===== config.mk =====
export PLATFORM = sky130hd
export DESIGN_NAME = yMatchLane_flat
export DESIGN_NICKNAME = d
export VERILOG_FILES = /design/src/hdl/parse_cfg.svh /design/src/hdl/spriteParsePkg.sv /design/src/hdl/parseIf.sv /design/src/hdl/yMatchLane.sv /design/src/flat_wrapper.sv
export SDC_FILE = /design/constraint.sdc
export NUM_CORES = 1
export LEC_CHECK = 0
export BUFFER_PORTS_ARGS = -buffer_cell sky130_fd_sc_hd__buf_4
export CORE_AREA = 2 2 39 41
export CTS_BUF_LIST = sky130_fd_sc_hd__clkbuf_2
export CTS_CLUSTER_DIAMETER = 40
export DETAILED_ROUTE_END_ITERATION = 16
export DIE_AREA = 0 0 41 43
export GPL_ROUTABILITY_DRIVEN = 0
export PLACE_DENSITY = 0.76
export SLEW_MARGIN = 20
export SYNTH_ARGS = -nofsm -noshare
export SYNTH_HDL_FRONTEND = slang
export SYNTH_SLANG_ARGS = --single-unit

===== constraint.sdc =====
create_clock -name CLK_24M -period 0.8 [get_ports CLK_24M]
set_input_delay 0 -clock CLK_24M [delete_from_list [all_inputs] [get_ports CLK_24M]]
set_output_delay 0 -clock CLK_24M [all_outputs]
set_load 0.02 [all_outputs]

===== src/hdl/parse_cfg.svh =====
`ifndef PARSE_CFG_SVH
`define PARSE_CFG_SVH

// ==============================
// Sprite Y-parse configuration
// ==============================

// Sprites examined per clock
// Power of two, one table bank per lane
`define LANES 4

// Entries in the sprite attribute table
// Multiple of LANES, gives SPRITE_COUNT / LANES groups
`define SPRITE_COUNT 384

// ==============================
// Active list
// ==============================

// Capacity of the active list
// Matching sprites past this count are dropped
`define LIST_DEPTH 96

`endif


===== src/hdl/spriteParsePkg.sv =====
package spriteParsePkg;

	// ==============================
	// Widths
	// ==============================

	// Index into the sprite attribute table
	typedef logic [8:0] spriteIdx_t;

	// Y attribute word
	// [15:7] Y position, [6] chain, [5:0] size with [5] full height
	typedef logic [15:0] yWord_t;

	// Raster line number
	typedef logic [8:0] lineNum_t;

	// Active list address, also used as the entry count
	typedef logic [6:0] listAddr_t;

	// Lane group number, one group holds LANES sprites
	typedef logic [6:0] groupIdx_t;

	// ==============================
	// Fetch FSM
	// ==============================

	// IDLE is the first cycle after line start
	typedef enum logic [1:0] {
		IDLE,
		PARSE,
		DONE
	} fetchState_t;

endpackage


===== src/hdl/parseIf.sv =====
// ==============================
// Fetch to match lane
// ==============================

interface laneInIf;
	import spriteParsePkg::*;

	// Word of this lane's sprite is present
	logic valid;
	// Raw Y attribute word
	yWord_t yWord;
	// Raster line after the flip inversion
	lineNum_t effLine;
	// Set on the final group of the table
	logic lastGroup;

	modport fetch (output valid, output yWord, output effLine, output lastGroup);
	modport lane (input valid, input yWord, input effLine, input lastGroup);
endinterface

// ==============================
// Match lane to list writer
// ==============================

interface laneOutIf;
	// Result of this lane is present
	logic valid;
	// Own Y/size match, before chain resolution
	logic match;
	// Chain bit of the sprite
	logic chain;
	// Delayed copy of the last-group marker
	logic lastGroup;

	modport lane (output valid, output match, output chain, output lastGroup);
	modport writer (input valid, input match, input chain, input lastGroup);
endinterface


===== src/hdl/yMatchLane.sv =====
module yMatchLane (
	input  logic CLK_24M,
	input  logic nNEW_LINE,
	laneInIf.lane  inPort,
	laneOutIf.lane outPort
);
	import spriteParsePkg::*;

	lineNum_t yPos;
	logic [5:0] size;
	lineNum_t lookSum;
	logic ownMatch;

	// ==============================
	// Y/size compare
	// ==============================

	// Attribute word fields
	assign yPos = inPort.yWord[15:7];
	assign size = inPort.yWord[5:0];

	// Lookahead sum, wraps modulo 512
	assign lookSum = inPort.effLine + yPos;

	// Tile row inside the sprite against height in tiles
	// Full-height bit overrides the compare
	assign ownMatch = size[5] | (lookSum[8:4] < size[4:0]);

	// Strobes
	always_ff @(posedge CLK_24M or negedge nNEW_LINE)
	begin
		if (!nNEW_LINE)
		begin
			outPort.valid <= 1'b0;
			outPort.lastGroup <= 1'b0;
		end
		else
		begin
			outPort.valid <= inPort.valid;
			outPort.lastGroup <= inPort.valid & inPort.lastGroup;
		end
	end

	// Result payload
	// Chain is passed on, resolved later in index order
	always_ff @(posedge CLK_24M)
	begin
		outPort.match <= ownMatch;
		outPort.chain <= inPort.yWord[6];
	end

endmodule


===== src/flat_wrapper.sv =====
// flat-port wrapper written by rule: the top's interface ports become plain ports
module yMatchLane_flat import spriteParsePkg::*;
  (CLK_24M, nNEW_LINE, inPort_valid, inPort_yWord, inPort_effLine, inPort_lastGroup, outPort_valid, outPort_match, outPort_chain, outPort_lastGroup);
  laneInIf inPort_i ();
  laneOutIf outPort_i ();
  input  logic CLK_24M;
  input  logic nNEW_LINE;
  input wire logic [$bits(inPort_i.valid)-1:0] inPort_valid;
  input wire logic [$bits(inPort_i.yWord)-1:0] inPort_yWord;
  input wire logic [$bits(inPort_i.effLine)-1:0] inPort_effLine;
  input wire logic [$bits(inPort_i.lastGroup)-1:0] inPort_lastGroup;
  output wire logic [$bits(outPort_i.valid)-1:0] outPort_valid;
  output wire logic [$bits(outPort_i.match)-1:0] outPort_match;
  output wire logic [$bits(outPort_i.chain)-1:0] outPort_chain;
  output wire logic [$bits(outPort_i.lastGroup)-1:0] outPort_lastGroup;
  assign inPort_i.valid = inPort_valid;
  assign inPort_i.yWord = inPort_yWord;
  assign inPort_i.effLine = inPort_effLine;
  assign inPort_i.lastGroup = inPort_lastGroup;
  assign outPort_valid = outPort_i.valid;
  assign outPort_match = outPort_i.match;
  assign outPort_chain = outPort_i.chain;
  assign outPort_lastGroup = outPort_i.lastGroup;
  yMatchLane u_core (.CLK_24M(CLK_24M), .nNEW_LINE(nNEW_LINE), .inPort(inPort_i), .outPort(outPort_i));
endmodule

### Word level (Yosys, flattened, before mapping)

Index checks and enable logic that the tools add are counted.

| cells by class | value |
|---|---|
| $add $sub $neg | 1 |
| magnitude comparators | 1 |
| bitwise operators | 2 |

Operator list:

| cell | count |
|---|---|
| adder 9 bit | 1 |
| < comparator 5 bit | 1 |
| AND 1 bit | 1 |
| bitwise OR 1 bit | 1 |

| word-level totals | value |
|---|---|
| bits in registers | 4 |
| input port bits | 29 |
| output and inout port bits | 4 |

### Depth between registers and ports, before layout

Gate-level depths: netlist (run 1).

| depth | value |
|---|---|
| depth after elaboration | 3 |
| mapped depth | 12 |
| depth with buffers taken out | 12 |

### Worst setup path before layout (run 1)

OpenSTA, ideal clock, no wires.

| path | value |
|---|---|
| kind | in2reg |
| start | in inPort_effLine[1] |
| end | reg u_core.outPort.match |
| setup time | 0.120 ns |
| data arrival time | 1.851 ns |
| required time | 0.680 ns |
| slack | -1.172 ns |
| stages | 10 |
| path through | ha_1 or3_4 o221ai_2 a21boi_2 a311oi_2 xnor2_1 ha_1 nand4_1 a211oi_1 nor2_1 |

| on the way | value |
|---|---|
| longest elaborated chain between the ends | 3 |

RTL lines:

| item | line | RTL |
|---|---|---|
| from (decl) | flat_wrapper.sv:10 | `input wire logic [$bits(inPort_i.effLine)-1:0] inPort_effLine;` |
| adder 9 bit | yMatchLane.sv:23 | `assign lookSum = inPort.effLine + yPos;` |
| < comparator 5 bit | yMatchLane.sv:27 | `assign ownMatch = size[5] \| (lookSum[8:4] < size[4:0]);` |
| bitwise OR 1 bit | yMatchLane.sv:27 |  |
| via u_core.ownMatch | yMatchLane.sv:12 | `logic ownMatch;` |
| to (signal assigned) | yMatchLane.sv:48 | `outPort.match <= ownMatch;` |
| to (decl) | parseIf.sv:35 | `modport lane (output valid, output match, output chain, output lastGroup);` |

The timed path passes the listed nets, and every way through them passes these cells.

### Worst setup path after layout (run 1)

| path | value |
|---|---|
| start | in inPort_yWord[8] |
| end | reg u_core.outPort.match |

| on the way | value |
|---|---|
| longest elaborated chain between the ends | 3 |

RTL lines:

| item | line | RTL |
|---|---|---|
| from (decl) | flat_wrapper.sv:9 | `input wire logic [$bits(inPort_i.yWord)-1:0] inPort_yWord;` |
| adder 9 bit | yMatchLane.sv:23 |  |
| < comparator 5 bit | yMatchLane.sv:27 |  |
| bitwise OR 1 bit | yMatchLane.sv:27 |  |
| via u_core.ownMatch | yMatchLane.sv:12 |  |

The timed path passes the listed nets, and every way through them passes these cells.

==> impl_metrics.toml, run 1 <==
[outcome]
status = "complete, but fails checks"
violations = "setup timing"

[worst_setup_path]
path_cells = "buf_6 > ha_4 > or3_4 > o221ai_4 > a21boi_4 > nor2_2 > xnor2_1 > ha_1 > a21o_1 > a21o_1 > a21oi_2 > nor2_1 > nor2_1"
crit_slowest_cell = "or3_4"
critPathMaxStageDelay_ps = 400
crit_arrival_ps = 2060
required_ps = 940
crit_fanout = 5
critPathKind = "in -> reg"
end_kind = "register"
worst_setup_path_start_kind = "input port"

[clocking]
root_buffer = "clkbuf_2"
cts.path.max_buffers = 2
cts-buffers-inserted = 3
htreeDepth = 1
cts_num_sinks = 4
clk_pin_slew_ps = 50
cts_tree = "done"

[sta]
finalHoldViolCount = 0
fin_tns_setup_ps = -1123
tightest_slew_ps = 215.9
rsz0062_at_grt = "yes"
post-route-period-util_pct = 240.3
setup_viol = 1
fin_ws_ps = -1123
slew_headroom_pct = 85.61
clock.fmax_mhz = 520.1
slew_violations = 0
min_period_ps = 1923
hold_slack_ps = 17.89

[yosys]
synth_nets = 89
yosys_warnings = 0
avgSynthCellArea_um2 = 9.218
synth_cells = 49
synth_area_um2 = 451.7
synth_cell_types = 23
ys_ff_latch = 4
seq_area_frac_synth_pct = 19.94

[power]
powerDensity_nw_per_um2 = 1109
p_leak_nw = 0.4536
ir_drop_mv = 0.5687

[placed_design]
place_area_um2 = 749.5
port_buffers = 32
post-dp-hpwl_um = 912.9

[global_route]
grt_max_degree = 6
grt_pass1_wl_um = 1938
grt_pass1_vias = 525
grtUsageTotal_pct = 16.20
grt_overflow = 0
antenna_found_initial = 0

[die]
fp.dieH_um = 43
rows = 14
initial_core_util_pct = 32.64
core_area_um2 = 1384
fp.dieW_um = 41
die-area_um2 = 1763
ios = 33

[drt]
ant_nets = 0
drt-vias-per-instance = 4.725
vias = 515
routed_wirelength_um = 1254
drtPass1Iterations = 4
dr.first_iter.drc_count = 1
drc = 0
wire_per_inst_um = 11.50

[worst_hold_path]
hp-class = "in -> reg"
hold_path_depth = 2
hold_start = "inPort_lastGroup"
min_to = "u_core.outPort.lastGroup"

[cells_and_area]
final_nets = 135
num_antenna_cells = 0
finalInstanceArea_um2 = 903.4
finish.utilization_pct = 65.28
area_growth_pct = 100.0
drive_gt1_share_pct = 58.06

[flow_run]
maxCapViolCount = 0
## cells by family (layout without fill, tap and decap cells)
| logic type | Yosys count | in the layout | synth area share [%] |
|---|---|---|---|
| xor+xnor | 4 | 4 | 7.758 |
| buf+inv | 5 | 49 | 4.156 |
| flops | 4 | 4 | 19.95 |
| compound gates | 13 | 13 | 23.54 |
| fa+ha+maj | 11 | 11 | 30.47 |
| simple gates | 12 | 12 | 14.13 |
## repair_timing
| item | CTS | global route |
|---|---|---|
| pin swaps | 18 | 16 |
| endpoints found under the setup margin | 1 | 1 |
| hold endpoints to repair | 4 | 0 |
| gates resized for setup | 13 | 8 |
| hold buffers | 3 | 0 |
| buffers inserted | 1 | 0 |
## critical path: cells and delay by family
family	cells	cell delay, ps
and+or+nand+nor	4	630
AOI/OAI and AO/OA	5	780
adders and majority gates	2	410
xor gates and xnor gates	1	140
buffers and inverters	1	100
## where the power goes
part	leakage (nW)	switching [mW]	internal, mW
combinational	0.400	0.250	0.348
clock	0.0125	0.0793	0.101
sequential	0.0413	0.00484	0.220
total	0.454	0.334	0.669
## cell usage after synthesis, drive strengths merged
| library cell | number | area share [%] |
|---|---|---|
| and3 | 1 | 1.7 |
| nor2b | 1 | 1.4 |
| dfrtp | 2 | 11 |
| nor2 | 6 | 5.0 |
| o22ai | 1 | 1.4 |
| o21a | 1 | 1.7 |
| a31o | 1 | 1.9 |
| o221ai | 1 | 3.3 |
| o21ai | 1 | 1.1 |
| a311oi | 1 | 3.3 |
| ha | 11 | 30 |
| a21boi | 1 | 2.5 |
| a211oi | 1 | 1.7 |
| inv | 5 | 4.2 |
| xnor2 | 2 | 3.9 |
| or3 | 1 | 2.5 |
| a21oi | 3 | 3.3 |
| nand4 | 1 | 1.4 |
| dfxtp | 2 | 8.9 |
| and2 | 1 | 1.4 |
| xor2 | 2 | 3.9 |
| a21o | 2 | 3.3 |
| nand2 | 1 | 0.83 |
## worst max path at each step
| stage | endpoint | depth (start not counted) | from |
|---|---|---|---|
| after floorplan | u_core.outPort.match | 12 | inPort_effLine[1] |
| after global placement | u_core.outPort.match | 13 | inPort_effLine[1] |
| after detailed placement | u_core.outPort.match | 13 | inPort_effLine[2] |
| after CTS | u_core.outPort.match | 13 | inPort_yWord[10] |
| after global routing | u_core.outPort.match | 13 | inPort_yWord[8] |
| final | u_core.outPort.match | 13 | inPort_yWord[8] |
## layer usage
layer  routed length, um  track usage [%]
met4                   0            2.000
met1                 414            15.87
met3                 118            5.236
met5                   0                0
met2                 721            30.94
## state kept, by name, indices dropped and copies added, names as in the netlist
signal                    count
u_core.outPort.chain          1
u_core.outPort.lastGroup      1
u_core.outPort.match          1
u_core.outPort.valid          1
## layout make-up
cell class | instances | area (um^2)
clock buffer | 3 | 15.01
fill | 121 | 480.5
inverter | 5 | 18.77
multi-input combinational | 40 | 417.9
sequential | 4 | 90.09
tap | 16 | 20.02
timing repair buffer | 41 | 341.6
## cell usage in the layout, fill, tap and decap left out, drive strengths merged, types with 2 or more instances in the layout
| cell | count |
|---|---|
| buf | 38 |
| a21o | 2 |
| xor2 | 2 |
| dlygate4sd3 | 3 |
| a21oi | 3 |
| dfrtp | 2 |
| ha | 11 |
| xnor2 | 2 |
| dfxtp | 2 |
| clkbuf | 3 |
| inv | 5 |
| nor2 | 6 |
## metrics by stage
stage          total power [mW]  std cells  setup slack (ps)
6_report                  1.002        109             -1123
5_1_grt                   1.094        109             -1255
4_1_cts                  0.9674        109             -1151
3_5_place_dp             0.6976        102             -1387
3_3_place_gp             0.6843        102             -1356
2_1_floorplan            0.4922         49             -1147
Note: power is estimated with default switching activity, not from simulation.
==> inputs of run 2 (changes only) <==
--- a/config.mk
+++ b/config.mk
@@ -7,7 +7,6 @@
 export LEC_CHECK = 0
 export BUFFER_PORTS_ARGS = -buffer_cell sky130_fd_sc_hd__buf_4
 export CORE_AREA = 2 2 39 41
-export CTS_BUF_LIST = sky130_fd_sc_hd__clkbuf_2
 export CTS_CLUSTER_DIAMETER = 40
 export DETAILED_ROUTE_END_ITERATION = 16
 export DIE_AREA = 0 0 41 43
==> run 2 against run 1 <==
Net effect: the flow still finishes with violations (setup timing); die area stayed put; cell count increased by 0.92%; first-iteration DRC count did not move; wire length grew 2.0%; count of clock-buffer cells in the layout did not move; power rose by 6.5%; critical path type unchanged; largest cell class unchanged; highest routed layer is now met4.
==> impl_metrics.toml, run 2 (synthesized netlist as in run 1, its figures left out) <==
[sta]
slew_headroom_pct = 85.61
post-route-period-util_pct = 237.8
min_period_ps = 1902
fin_ws_ps = -1102
rsz0062_at_grt = "yes"
clock.fmax_mhz = 525.7
tightest_slew_ps = 215.9
finalHoldViolCount = 0
slew_violations = 0
setup_viol = 1
hold_slack_ps = 1.833
fin_tns_setup_ps = -1102

[die]
fp.dieW_um = 41
ios = 33
die-area_um2 = 1763
rows = 14
core_area_um2 = 1384
initial_core_util_pct = 32.64
fp.dieH_um = 43

[cells_and_area]
finish.utilization_pct = 66.27
final_nets = 136
area_growth_pct = 103.0
drive_gt1_share_pct = 57.45
final_cell_mix = "buf_4, ha_1, buf_6"
finalInstanceArea_um2 = 917.1
num_antenna_cells = 0
final_common_cell = "buf_4"
stdcell_count = 110

[placed_design]
port_buffers = 32
dpl.cell_count = 102
pre_cts_ws_ps = -1387
post-dp-hpwl_um = 912.9
place_area_um2 = 749.5

[global_route]
grtUsageTotal_pct = 16.80
antenna_found_initial = 0
grt_use_met3_pct = 5.236
grt_use_met2_pct = 30.94
gr-usage-met1_pct = 15.87
grt_pass1_vias = 535
grt_max_degree = 6
busiest_layer = "met2"
grt_overflow = 0
grt_pass1_wl_um = 1966

[power]
sequentialPowerShare_pct = 21.1
pwr-share-comb_pct = 54.8
ir_drop_mv = 0.6063
power_mw = 1.068
powerDensity_nw_per_um2 = 1164
p_sw_uw = 339.1
p_clk_share_pct = 24.1
internal_power_uw = 728.7
p_sw_share_pct = 31.76
p_leak_nw = 0.4578

[worst_setup_path]
worst_setup_path_start_kind = "input port"
required_ps = 980
crit_fanout = 5
end_kind = "register"
crit_arrival_ps = 2080
critPathKind = "in -> reg"

[drt]
vias = 521
drc = 0
dr.first_iter.drc_count = 1
ant_nets = 0
drt-vias-per-instance = 4.736
drtPass1Iterations = 4
wire_per_inst_um = 11.63
routed_wirelength_um = 1279

[clocking]
htreeDepth = 1
cts.path.max_buffers = 2
cts_tree = "done"
root_buffer = "clkbuf_4"
cts_num_sinks = 4
cts-buffers-inserted = 3
clk_pin_slew_ps = 40

[flow_run]
maxCapViolCount = 0

[worst_hold_path]
hp-class = "in -> reg"

[outcome]
violations = "setup timing"
status = "complete, but fails checks"
[run 2: worst paths after layout]
kind | from | to | slack [ps] | cells past startpoint
setup / recovery | inPort_yWord[8] | u_core.outPort.match | -1100 | 13
hold / removal | inPort_yWord[5] | u_core.outPort.match | 2 | 3
max in group asynchronous | nNEW_LINE | u_core.outPort.valid | 630 | 2
min in group asynchronous | nNEW_LINE | u_core.outPort.lastGroup | 80 | 2
[run 2: layer usage]
metal  share of wire [%]  up-vias
li1                    -      269
met1                  33      224
met2                  56       26
met3                 9.1        2
met4                 1.3        0
met5                   0        -
[run 2: final cells by class]
| type | instances | area (um^2) |
|---|---|---|
| clock buffers | 3 | 22.52 |
| fillers | 118 | 466.7 |
| inverters | 5 | 18.77 |
| multi-input cells | 40 | 417.9 |
| flip-flops and latches | 4 | 90.09 |
| well taps | 16 | 20.02 |
| repair buffers | 42 | 347.8 |
[run 2: what timing repair did]
action | in CTS | in global routing
hold buffers | 4 | 0
gates resized for setup | 13 | 7
buffers inserted | 1 | 0
pin swaps | 17 | 15
endpoints found under the hold margin | 5 | 0
endpoints found under the setup margin | 1 | 1
[run 2: power by group through the flow]
stage / sequential (mW) / combinational [mW] / clock (mW)
6_report: 0.225 / 0.586 / 0.257
2_1_floorplan: 0.251 / 0.241 / 0
3_5_place_dp: 0.228 / 0.470 / 0
3_3_place_gp: 0.228 / 0.457 / 0
5_1_grt: 0.227 / 0.650 / 0.280
4_1_cts: 0.225 / 0.556 / 0.254
[run 2: worst max-delay path, stage by stage]
cell and delay, ps:
buf_6 100, ha_4 140, or3_4 400, o221ai_4 210, a21boi_4 100, nor2_2 110
xnor2_1 140, ha_1 270, a21o_1 160, a21o_1 180, a21oi_2 130, nor2_1 50
nor2_1 70
